--- config.mk ---
export PLATFORM = sky130hd
export DESIGN_NAME = align_buffer_top
export DESIGN_NICKNAME = d
export VERILOG_FILES = /design/src/hw/isa_pkg.sv /design/src/hw/fetch_pkg.sv /design/src/hw/align_buffer_top.sv /design/src/hw/align_fifo.sv /design/src/hw/fetch_req_ctrl.sv /design/src/hw/instr_counter.sv
export SDC_FILE = /design/constraint.sdc
export NUM_CORES = 1
export LEC_CHECK = 0
export BUFFER_PORTS_ARGS = -buffer_cell sky130_fd_sc_hd__buf_4
export CORE_ASPECT_RATIO = 1.4
export CORE_UTILIZATION = 57
export DETAILED_ROUTE_END_ITERATION = 8
export PLACE_DENSITY_LB_ADDON = 0.2
export RECOVER_POWER = 25
export SKIP_LAST_GASP = 1
export SLEW_MARGIN = 25
export SYNTH_ARGS = -nofsm -noshare
export SYNTH_HDL_FRONTEND = slang
export SYNTH_SLANG_ARGS = --single-unit
--- constraint.sdc ---
create_clock -name clk -period 11.1 [get_ports clk]
set_input_delay 0.555 -clock clk [delete_from_list [all_inputs] [get_ports clk]]
set_output_delay 0.555 -clock clk [all_outputs]
set_load 0.02 [all_outputs]
--- src/hw/isa_pkg.sv ---
//////////////////////////////////////////////////
// RISC-V instruction set facts used by the fetch
// path: word and halfword widths, compressed rule
//////////////////////////////////////////////////

package isa_pkg;

  // Address and fetch word width
  localparam int unsigned XLEN = 32;

  // Width of one parcel of a compressed instruction
  localparam int unsigned HALF_W = 16;

  // Low opcode bits of an uncompressed instruction
  localparam logic [1:0] OPC_FULL = 2'b11;

  // One fetched instruction word
  typedef logic [XLEN-1:0] word_t;

  // Byte address
  typedef logic [XLEN-1:0] addr_t;

  // A parcel starts a compressed instruction when its low bits are not OPC_FULL
  function automatic logic is_compressed(input logic [HALF_W-1:0] half);
    return half[1:0] != OPC_FULL;
  endfunction

endpackage

--- src/hw/fetch_pkg.sv ---
//////////////////////////////////////////////////
// Fetch buffer types and constants
//////////////////////////////////////////////////

package fetch_pkg;
  import isa_pkg::*;

  // Default number of words in the alignment FIFO
  localparam int unsigned DEF_BUF_DEPTH = 3;

  // Requests in flight, fixed by the request rule
  localparam int unsigned MAX_OUTSTANDING = 2;

  // Bytes per fetched word, the request address step
  localparam int unsigned WORD_BYTES = XLEN / 8;

  // Instruction count width
  // 8 bits covers twice any practical FIFO depth
  localparam int unsigned CNT_W = 8;

  // Write side alignment of the next incoming word
  typedef enum logic [1:0] {
    // Next word starts with an instruction
    ALIGN_WORD      = 2'd0,
    // Halfword branch target, lower half of next word is dropped
    ALIGN_HALF_SKIP = 2'd1,
    // Lower half of next word ends an uncompressed instruction
    ALIGN_HALF_TAIL = 2'd2
  } align_state_e;

  // Complete instructions held in the buffer
  typedef logic [CNT_W-1:0] instr_cnt_t;

  // Outstanding or flush count
  typedef logic [1:0] txn_cnt_t;

endpackage

--- src/hw/align_buffer_top.sv ---
//////////////////////////////////////////////////
// Instruction alignment buffer top level
//////////////////////////////////////////////////

`timescale 1ns/10ps

module align_buffer_top import isa_pkg::*; import fetch_pkg::*; #(
  parameter int unsigned BUF_DEPTH = DEF_BUF_DEPTH
) (
  input  logic  clk,
  input  logic  rst_n,

  // Control
  input  logic  fetch_en_i,
  input  logic  branch_i,
  input  addr_t branch_addr_i,

  // Memory request
  output logic  req_valid_o,
  output addr_t req_addr_o,
  input  logic  req_ready_i,

  // Memory response
  input  logic  resp_valid_i,
  input  word_t resp_rdata_i,
  input  logic  resp_err_i,

  // Instruction output
  output logic  instr_valid_o,
  input  logic  instr_ready_i,
  output word_t instr_o,
  output addr_t instr_addr_o,
  output logic  instr_err_o
);

  logic       resp_keep;
  logic       pop;
  instr_cnt_t buf_cnt;

  fetch_req_ctrl u_req_ctrl (
    .clk           (clk),
    .rst_n         (rst_n),
    .fetch_en_i    (fetch_en_i),
    .branch_i      (branch_i),
    .branch_addr_i (branch_addr_i),
    .buf_cnt_i     (buf_cnt),
    .req_ready_i   (req_ready_i),
    .resp_valid_i  (resp_valid_i),
    .req_valid_o   (req_valid_o),
    .req_addr_o    (req_addr_o),
    .resp_keep_o   (resp_keep)
  );

  instr_counter #(
    .BUF_DEPTH (BUF_DEPTH)
  ) u_instr_counter (
    .clk           (clk),
    .rst_n         (rst_n),
    .branch_i      (branch_i),
    .branch_addr_i (branch_addr_i),
    .resp_keep_i   (resp_keep),
    .resp_rdata_i  (resp_rdata_i),
    .pop_i         (pop),
    .buf_cnt_o     (buf_cnt)
  );

  align_fifo #(
    .BUF_DEPTH (BUF_DEPTH)
  ) u_align_fifo (
    .clk           (clk),
    .rst_n         (rst_n),
    .branch_i      (branch_i),
    .branch_addr_i (branch_addr_i),
    .resp_keep_i   (resp_keep),
    .resp_rdata_i  (resp_rdata_i),
    .resp_err_i    (resp_err_i),
    .instr_ready_i (instr_ready_i),
    .instr_valid_o (instr_valid_o),
    .instr_o       (instr_o),
    .instr_addr_o  (instr_addr_o),
    .instr_err_o   (instr_err_o),
    .pop_o         (pop)
  );

endmodule

--- src/hw/align_fifo.sv ---
//////////////////////////////////////////////////
// Alignment FIFO: stores fetched words and hands
// out 16/32-bit instructions at halfword addresses
//////////////////////////////////////////////////

`timescale 1ns/10ps

module align_fifo import isa_pkg::*; import fetch_pkg::*; #(
  parameter int unsigned BUF_DEPTH = 3
) (
  input  logic  clk,
  input  logic  rst_n,
  input  logic  branch_i,
  input  addr_t branch_addr_i,

  // Kept memory response
  input  logic  resp_keep_i,
  input  word_t resp_rdata_i,
  input  logic  resp_err_i,

  // Instruction port
  input  logic  instr_ready_i,
  output logic  instr_valid_o,
  output word_t instr_o,
  output addr_t instr_addr_o,
  output logic  instr_err_o,

  // One instruction taken this cycle
  output logic  pop_o
);

  localparam int unsigned PTR_W = $clog2(BUF_DEPTH);

  // Word storage, no reset needed on payload
  word_t              mem_q [BUF_DEPTH];
  logic [BUF_DEPTH-1:0] err_q;
  logic [BUF_DEPTH-1:0] valid_q;
  logic [BUF_DEPTH-1:0] valid_n;

  logic [PTR_W-1:0]   rptr_q;
  logic [PTR_W-1:0]   rptr_n;
  logic [PTR_W-1:0]   rptr2;
  logic [PTR_W-1:0]   wptr_q;

  addr_t              addr_q;
  addr_t              addr_n;
  addr_t              addr_incr;

  // Read side sources
  word_t              word_a;
  logic               err_a;
  logic               avail_a;
  logic [HALF_W-1:0]  half_b;
  logic               err_b;
  logic               avail_b;
  logic               lo_compr;
  logic               hi_compr;
  logic               free_entry;

  // Circular increment
  function automatic logic [PTR_W-1:0] ptr_inc(input logic [PTR_W-1:0] ptr);
    return (ptr == PTR_W'(BUF_DEPTH - 1)) ? '0 : ptr + PTR_W'(1);
  endfunction

  assign rptr2 = ptr_inc(rptr_q);

  //////////////////////////////////////////////////
  // Read side and realignment
  //////////////////////////////////////////////////

  // First word, bypassed from the bus when the entry is empty
  assign word_a  = valid_q[rptr_q] ? mem_q[rptr_q] : resp_rdata_i;
  assign err_a   = valid_q[rptr_q] ? err_q[rptr_q] : resp_err_i;
  assign avail_a = valid_q[rptr_q] || resp_keep_i;

  // Lower half of the following word
  assign half_b  = valid_q[rptr2] ? mem_q[rptr2][HALF_W-1:0] : resp_rdata_i[HALF_W-1:0];
  assign err_b   = valid_q[rptr2] ? err_q[rptr2] : resp_err_i;
  // Second half needs the first entry stored already
  assign avail_b = valid_q[rptr2] || (valid_q[rptr_q] && resp_keep_i);

  assign lo_compr = is_compressed(word_a[HALF_W-1:0]);
  assign hi_compr = is_compressed(word_a[XLEN-1:HALF_W]);

  always_comb begin
    if (addr_q[1]) begin
      instr_o     = {half_b, word_a[XLEN-1:HALF_W]};
      instr_err_o = hi_compr ? err_a : (err_a || err_b);
      // Straddling instructions wait for their second word
      instr_valid_o = !branch_i && avail_a && (hi_compr || avail_b);
    end else begin
      instr_o       = word_a;
      instr_err_o   = err_a;
      instr_valid_o = !branch_i && avail_a;
    end
  end

  assign instr_addr_o = addr_q;
  assign pop_o        = instr_valid_o && instr_ready_i;

  //////////////////////////////////////////////////
  // Pointer, address and valid updates
  //////////////////////////////////////////////////

  assign addr_incr = {addr_q[XLEN-1:2], 2'b00} + addr_t'(WORD_BYTES);

  // Only an aligned compressed instruction keeps the entry
  assign free_entry = addr_q[1] || !lo_compr;

  always_comb begin
    addr_n = addr_q;
    rptr_n = rptr_q;
    if (pop_o) begin
      if (addr_q[1]) begin
        // Uncompressed tail leaves us mid-word in the next entry
        addr_n = {addr_incr[XLEN-1:2], hi_compr ? 2'b00 : 2'b10};
      end else if (lo_compr) begin
        addr_n = {addr_q[XLEN-1:2], 2'b10};
      end else begin
        addr_n = addr_incr;
      end
      if (free_entry) begin
        rptr_n = rptr2;
      end
    end
  end

  always_comb begin
    valid_n = valid_q;
    if (resp_keep_i) begin
      valid_n[wptr_q] = 1'b1;
    end
    // A bypassed word is written and freed in one cycle
    if (pop_o && free_entry) begin
      valid_n[rptr_q] = 1'b0;
    end
  end

  always_ff @(posedge clk or negedge rst_n) begin
    if (!rst_n) begin
      valid_q <= '0;
      rptr_q  <= '0;
      wptr_q  <= '0;
      addr_q  <= '0;
    end else if (branch_i) begin
      // Kill contents and restart at the target
      valid_q <= '0;
      rptr_q  <= '0;
      wptr_q  <= '0;
      addr_q  <= {branch_addr_i[XLEN-1:1], 1'b0};
    end else begin
      valid_q <= valid_n;
      rptr_q  <= rptr_n;
      addr_q  <= addr_n;
      if (resp_keep_i) begin
        wptr_q <= ptr_inc(wptr_q);
      end
    end
  end

  // Payload write
  always_ff @(posedge clk) begin
    if (resp_keep_i && !branch_i) begin
      mem_q[wptr_q] <= resp_rdata_i;
      err_q[wptr_q] <= resp_err_i;
    end
  end

  // Request rule must never let the FIFO overflow
  a_no_overwrite: assert property (@(posedge clk) disable iff (!rst_n)
    resp_keep_i |-> !valid_q[wptr_q]);

endmodule

--- src/hw/fetch_req_ctrl.sv ---
//////////////////////////////////////////////////
// Fetch request control: request rule, address
// generation, outstanding and flush tracking
//////////////////////////////////////////////////

`timescale 1ns/10ps

module fetch_req_ctrl import isa_pkg::*; import fetch_pkg::*; (
  input  logic       clk,
  input  logic       rst_n,

  // Control
  input  logic       fetch_en_i,
  input  logic       branch_i,
  input  addr_t      branch_addr_i,

  // Instruction count from the write side
  input  instr_cnt_t buf_cnt_i,

  // Memory request and response handshake
  input  logic       req_ready_i,
  input  logic       resp_valid_i,
  output logic       req_valid_o,
  output addr_t      req_addr_o,

  // Response belongs to the current stream
  output logic       resp_keep_o
);

  // Outstanding requests and responses still to drop
  txn_cnt_t out_cnt_q;
  txn_cnt_t out_cnt_n;
  txn_cnt_t flush_cnt_q;
  txn_cnt_t flush_cnt_n;

  // Next sequential word address
  addr_t    addr_q;
  addr_t    addr_n;

  // Set by the first branch, no fetching before it
  logic     started_q;

  logic     req_accept;
  logic     need_word;

  //////////////////////////////////////////////////
  // Request rule
  //////////////////////////////////////////////////

  // Buffer nearly empty, or a redirect
  assign need_word = branch_i ||
                     (buf_cnt_i == '0) ||
                     ((buf_cnt_i == instr_cnt_t'(1)) && (out_cnt_q == '0));

  assign req_valid_o = fetch_en_i &&
                       (branch_i || started_q) &&
                       (out_cnt_q < txn_cnt_t'(MAX_OUTSTANDING)) &&
                       need_word;

  // Branch target goes out in the same cycle, word aligned
  assign req_addr_o = branch_i ? {branch_addr_i[XLEN-1:2], 2'b00} : addr_q;

  assign req_accept = req_valid_o && req_ready_i;

  // Responses in the branch cycle are always from before the branch
  assign resp_keep_o = resp_valid_i && !branch_i && (flush_cnt_q == '0);

  //////////////////////////////////////////////////
  // Counters and address
  //////////////////////////////////////////////////

  always_comb begin
    out_cnt_n = out_cnt_q;
    if (req_accept && !resp_valid_i) begin
      out_cnt_n = out_cnt_q + txn_cnt_t'(1);
    end else if (!req_accept && resp_valid_i) begin
      out_cnt_n = out_cnt_q - txn_cnt_t'(1);
    end
  end

  always_comb begin
    flush_cnt_n = flush_cnt_q;
    if (branch_i) begin
      // Everything in flight is stale, except a response landing now
      flush_cnt_n = out_cnt_q - txn_cnt_t'(resp_valid_i);
    end else if (resp_valid_i && (flush_cnt_q != '0)) begin
      flush_cnt_n = flush_cnt_q - txn_cnt_t'(1);
    end
  end

  always_comb begin
    addr_n = addr_q;
    if (req_accept) begin
      addr_n = req_addr_o + addr_t'(WORD_BYTES);
    end else if (branch_i) begin
      // Redirect even if the memory did not take the request
      addr_n = {branch_addr_i[XLEN-1:2], 2'b00};
    end
  end

  always_ff @(posedge clk or negedge rst_n) begin
    if (!rst_n) begin
      out_cnt_q   <= '0;
      flush_cnt_q <= '0;
      addr_q      <= '0;
      started_q   <= 1'b0;
    end else begin
      out_cnt_q   <= out_cnt_n;
      flush_cnt_q <= flush_cnt_n;
      addr_q      <= addr_n;
      if (branch_i) begin
        started_q <= 1'b1;
      end
    end
  end

  //////////////////////////////////////////////////
  // Assertions
  //////////////////////////////////////////////////

  // Request rule keeps at most two in flight
  a_out_max: assert property (@(posedge clk) disable iff (!rst_n)
    out_cnt_q <= txn_cnt_t'(MAX_OUTSTANDING));

  // Memory only answers accepted requests
  a_no_orphan_resp: assert property (@(posedge clk) disable iff (!rst_n)
    resp_valid_i |-> (out_cnt_q != '0));

endmodule

--- src/hw/instr_counter.sv ---
//////////////////////////////////////////////////
// Instruction counter: alignment of incoming words
// and count of complete instructions in the FIFO
//////////////////////////////////////////////////

`timescale 1ns/10ps

module instr_counter import isa_pkg::*; import fetch_pkg::*; #(
  parameter int unsigned BUF_DEPTH = 3
) (
  input  logic       clk,
  input  logic       rst_n,
  input  logic       branch_i,
  input  addr_t      branch_addr_i,
  input  logic       resp_keep_i,
  input  word_t      resp_rdata_i,
  input  logic       pop_i,
  output instr_cnt_t buf_cnt_o
);

  align_state_e state_q;
  align_state_e state_n;

  // Instructions completed by the incoming word, 0 to 2
  logic [1:0]   n_done;

  instr_cnt_t   cnt_q;
  instr_cnt_t   cnt_n;

  // Pop from last cycle, subtracted one cycle late
  logic         pop_q;

  logic         lo_compr;
  logic         hi_compr;

  assign lo_compr = is_compressed(resp_rdata_i[HALF_W-1:0]);
  assign hi_compr = is_compressed(resp_rdata_i[XLEN-1:HALF_W]);

  // Completions and next alignment for one kept word
  always_comb begin
    state_n = state_q;
    n_done  = 2'd0;
    if (branch_i) begin
      state_n = branch_addr_i[1] ? ALIGN_HALF_SKIP : ALIGN_WORD;
    end else if (resp_keep_i) begin
      case (state_q)
        ALIGN_WORD: begin
          if (!lo_compr) begin
            // One full word instruction
            n_done = 2'd1;
          end else if (hi_compr) begin
            n_done = 2'd2;
          end else begin
            // Upper half opens a straddling instruction
            n_done  = 2'd1;
            state_n = ALIGN_HALF_TAIL;
          end
        end
        ALIGN_HALF_SKIP: begin
          // Lower half is before the branch target
          n_done  = hi_compr ? 2'd1 : 2'd0;
          state_n = hi_compr ? ALIGN_WORD : ALIGN_HALF_TAIL;
        end
        ALIGN_HALF_TAIL: begin
          // Lower half always finishes the pending one
          n_done  = hi_compr ? 2'd2 : 2'd1;
          state_n = hi_compr ? ALIGN_WORD : ALIGN_HALF_TAIL;
        end
        default: begin
          state_n = ALIGN_WORD;
        end
      endcase
    end
  end

  // Clear on branch, else add new ones and drop last cycle's pop
  assign cnt_n = branch_i ? '0 :
                 cnt_q + instr_cnt_t'(n_done) - instr_cnt_t'(pop_q);

  always_ff @(posedge clk or negedge rst_n) begin
    if (!rst_n) begin
      state_q <= ALIGN_WORD;
      cnt_q   <= '0;
      pop_q   <= 1'b0;
    end else begin
      state_q <= state_n;
      cnt_q   <= cnt_n;
      pop_q   <= pop_i;
    end
  end

  // Count as seen by the request rule
  assign buf_cnt_o = cnt_q - instr_cnt_t'(pop_q);

  // Count stays within two instructions per FIFO word
  a_cnt_range: assert property (@(posedge clk) disable iff (!rst_n)
    cnt_q <= instr_cnt_t'(2 * BUF_DEPTH));

endmodule

==> out/qor.yml <==
sta:
  rsz0062_at_grt: "no"
  slew_headroom: -1.75
  setup_viol: 0
  fin_tns_setup_ns: 0
  period_share: 0.554
  finalHoldViolations: 0
  fin_skew_ns: 0.0116
  min_period_ns: 6.15
  fmax_mhz: 163
  final_max_slew_viol_count: 233
  tightest_slew_ns: 4.12
power_and_ir_drop:
  leakage_nw: 4.97
  p_int_w: 0.00136
  seqPwrFrac: 0.399
  combPwrFrac: 0.314
  p_clk_frac: 0.287
  peakVddDrop_mv: 0.108
  p_switching_w: 0.000746
  powerDensity_nw_per_um2: 168
  p_sw_frac: 0.354
clocking:
  numCtsBuffers: 17
  clk_pin_slew_worst_paths_ns: 0.08
  cts_tree: "done"
  clk_path_buf_depth: 2
  htreeDepth: 4
  insertion_delay_ns: 0.44
  cts_root_buf: "clkbuf_16"
  cts_sinks: 185
worst_hold_path:
  hold_depth: 3
  hp-class: "in2reg"
  worstHoldStart: "branch_addr_i[2]"
  holdPathEnd: "u_align_fifo.instr_addr_o[2]"
routing:
  viasPerCell: 5.97
  drtAntennaViolNets: 0
  dr_wl_met2_um: 13700
  vias: 8674
  wl_per_cell_um: 18.3
  top_layer: "met4"
  met1_length_um: 10500
  routed_wl_um: 26500
  drc: 0
  wl_met3_um: 1700
  drt_first_iter_violations: 613
  first_pass_iters: 5
finish:
  multi_input_area_um2: 5050
  syn_to_final_growth_pct: 17.5
  seqCellArea_um2: 5130
  fin_area_um2: 12600
  fill_cells: 1470
  layout.nets: 1298
  drive_gt1_frac: 0.189
  diodes: 0
global_route:
  first_global_vias: 8389
  grtUsageTotal: 0.282
  antenna_found_initial: 0
  grt-ovfl-total: 0
  grt_pass1_wl_um: 42500
  grt_max_degree: 105
place:
  gp_congestion: 0.835
  hpwl_um: 18000
  numPortBuffers: 168
  placed_area_um2: 12100
synth:
  syn-num-nets: 1163
  synthesis.instances: 1064
  synth_cell_types: 80
  yosysSeqAreaShare: 0.479
  synth.yosys.warnings: 0
  synth_edf_count: 99
  ys.flop_type: "edfxtp_1"
  ys_ff_latch: 185
  async_flop_share: 0.465
  synth.avg_cell_area_um2: 10.0
  synth_area_um2: 10700
worst_setup_path:
  cp_max_fo: 60
  critical_path.top_delay_family: "buffers and inverters"
  critPathLaunchType: "primary input"
  cp_slowest_cell: "clkbuf_1"
  critical_path.max_stage_delay_ns: 1.74
  reg2reg_from: "u_align_fifo.rptr_q[1]"
  path_buf_inv: 4
  criticalPathCategory: "in2out"
  critPathCaptureType: "output pin"
  timing.rr.end: "u_align_fifo.instr_addr_o[6]"
  r2r_cells: 9
  arrival_ns: 5.59
  path_cells: "clkbuf_1 -> clkbuf_1 -> nor2_1 -> o41ai_4 -> buf_4 -> a221oi_1 -> buf_4"
  reg2reg_slack_ns: 7.01
  cp.required_ns: 10.55
floorplanning:
  dieWidth_um: 118
  num_rows: 58
  coreArea_um2: 18100
  num_io_pins: 171
  initial_core_util: 0.589
  fp.dieH_um: 164
  dieArea_um2: 19300
status:
  status: "complete, but fails checks"
  failed_checks: "max-capacitance violations, max-slew violations"
job:
  cap_violations: 4
-- tightest hold or removal path, cell delays in order --
cell,delay (ns)
buf_4,0.08
nand2_1,0.06
o21ai_0,0.07
-- Yosys cell counts (5+ instances only) --
| cell type | count | share of area |
|---|---|---|
| nand2_1 | 85 | 0.030 |
| nor4_1 | 23 | 0.013 |
| nor3_1 | 12 | 0.0056 |
| nand3b_1 | 7 | 0.0049 |
| buf_1 | 15 | 0.0053 |
| a21o_1 | 8 | 0.0056 |
| buf_6 | 5 | 0.0053 |
| a21oi_1 | 96 | 0.045 |
| ha_1 | 26 | 0.030 |
| xnor2_1 | 31 | 0.025 |
| nor2_1 | 105 | 0.037 |
| and3_1 | 5 | 0.0029 |
| nand4_1 | 12 | 0.0070 |
| nand2b_1 | 8 | 0.0047 |
| o21ai_0 | 50 | 0.023 |
| o21ai_1 | 8 | 0.0037 |
| inv_1 | 54 | 0.019 |
| mux2i_1 | 67 | 0.063 |
| and2_1 | 6 | 0.0035 |
| a31oi_1 | 7 | 0.0041 |
| buf_2 | 11 | 0.0051 |
| edfxtp_1 | 99 | 0.28 |
| dfrtp_1 | 86 | 0.20 |
| or4_1 | 5 | 0.0035 |
| xor2_1 | 20 | 0.016 |
| nor2b_1 | 10 | 0.0059 |
| o211ai_1 | 8 | 0.0056 |
| a21boi_0 | 6 | 0.0042 |
| clkbuf_1 | 35 | 0.012 |
| a2111oi_2 | 9 | 0.013 |
| nand3_1 | 34 | 0.016 |
| mux2_2 | 13 | 0.014 |
-- power by group through the flow --
stage	combinational, W	sequential, W	clock (W)
final	0.000661	0.000840	0.000604
after detailed placement	0.000665	0.000853	0
after global placement	0.000652	0.000850	0
after CTS	0.000668	0.000839	0.000613
after global routing	0.000729	0.000847	0.000640
after floorplan	0.000449	0.000851	0
-- layer usage --
metal / up-vias / track usage
li1: 4154 / -
met1: 4162 / 0.333
met2: 309 / 0.500
met3: 49 / 0.0604
met4: 0 / 0.115
met5: - / 0
-- how the worst max path moves through the flow --
stage / startpoint / end / slack [ns] / cells past startpoint
after global placement: u_align_fifo.rptr_q[1] / u_align_fifo.instr_addr_o[6] / 7.09 / 8
after global routing: rst_n / u_align_fifo.rptr_q[1] / 4.43 / 3
after CTS: u_align_fifo.rptr_q[1] / instr_valid_o / 6.68 / 7
final: branch_i / instr_valid_o / 4.95 / 7
after detailed placement: u_align_fifo.rptr_q[1] / u_align_fifo.instr_addr_o[21] / 6.95 / 8
after floorplan: branch_i / u_align_fifo.valid_q[2] / 6.84 / 8
-- state kept, by name, summed over array words and instances (netlist names), 3 cells and up --
signal,flops
u_align_fifo.err_q,3
u_align_fifo.mem_q,96
u_align_fifo.instr_addr_o,31
u_req_ctrl.addr_q,32
u_align_fifo.valid_q,3
u_instr_counter.cnt_q,8
-- placed cells by master, fill, tap and decap left out, drive strengths merged, types with 5 or more instances in the layout --
| cell type | instances |
|---|---|
| nor3 | 12 |
| and2 | 6 |
| a21oi | 96 |
| a211oi | 7 |
| nor2b | 10 |
| and3 | 5 |
| xnor2 | 31 |
| clkbuf | 55 |
| nand3 | 34 |
| nand2b | 8 |
| or4 | 5 |
| xor2 | 20 |
| nand4 | 12 |
| a2111oi | 11 |
| o311ai | 5 |
| a31oi | 7 |
| nand3b | 7 |
| nor4 | 25 |
| a21o | 8 |
| mux2i | 71 |
| dfrtp | 86 |
| o21ai | 59 |
| clkinv | 5 |
| nand2 | 85 |
| mux2 | 15 |
| buf | 147 |
| a21boi | 7 |
| o211ai | 9 |
| ha | 26 |
| nor2 | 105 |
| edfxtp | 99 |
| inv | 63 |
-- per-stage QoR --
stage               setup WS [ns]  total power (W)  cells  hold slack (ns)   util
floorplan                    6.84          0.00130   1064            0.259      -
global placement             7.09          0.00150   1418            0.409  0.665
detailed placement           6.95          0.00152   1418            0.410  0.665
CTS                          6.68          0.00212   1451            0.300  0.699
global route                 4.43          0.00222   1452            0.356  0.693
finish                       4.95          0.00211   1452            0.352  0.693
-- cell type report --
type,count,area share
Clock buffer,17,0.0339
Clock inverter,15,0.0138
Inverter,55,0.0164
Multi-Input combinational cell,754,0.402
Sequential cell,185,0.408
Tap cell,240,0.0239
Timing Repair Buffer,186,0.102
-- logic make-up after synthesis --
group,synth area share
other,0.000351
and+or+nand+nor,0.154
DFF,0.479
adders and majority gates,0.0323
buffers and inverters,0.0501
muxes,0.0860
xor gates and xnor gates,0.0418
AOI/OAI and AO/OA,0.156
-- timing repair --
| item | 4_1_cts | 5_1_grt |
|---|---|---|
| setup buffers | 0 | 0 |
| endpoints found under the hold margin | 11 | 0 |
| gates resized for setup | 0 | 0 |
| hold buffers | 1 | 0 |
(Power assumes the default switching activity.)
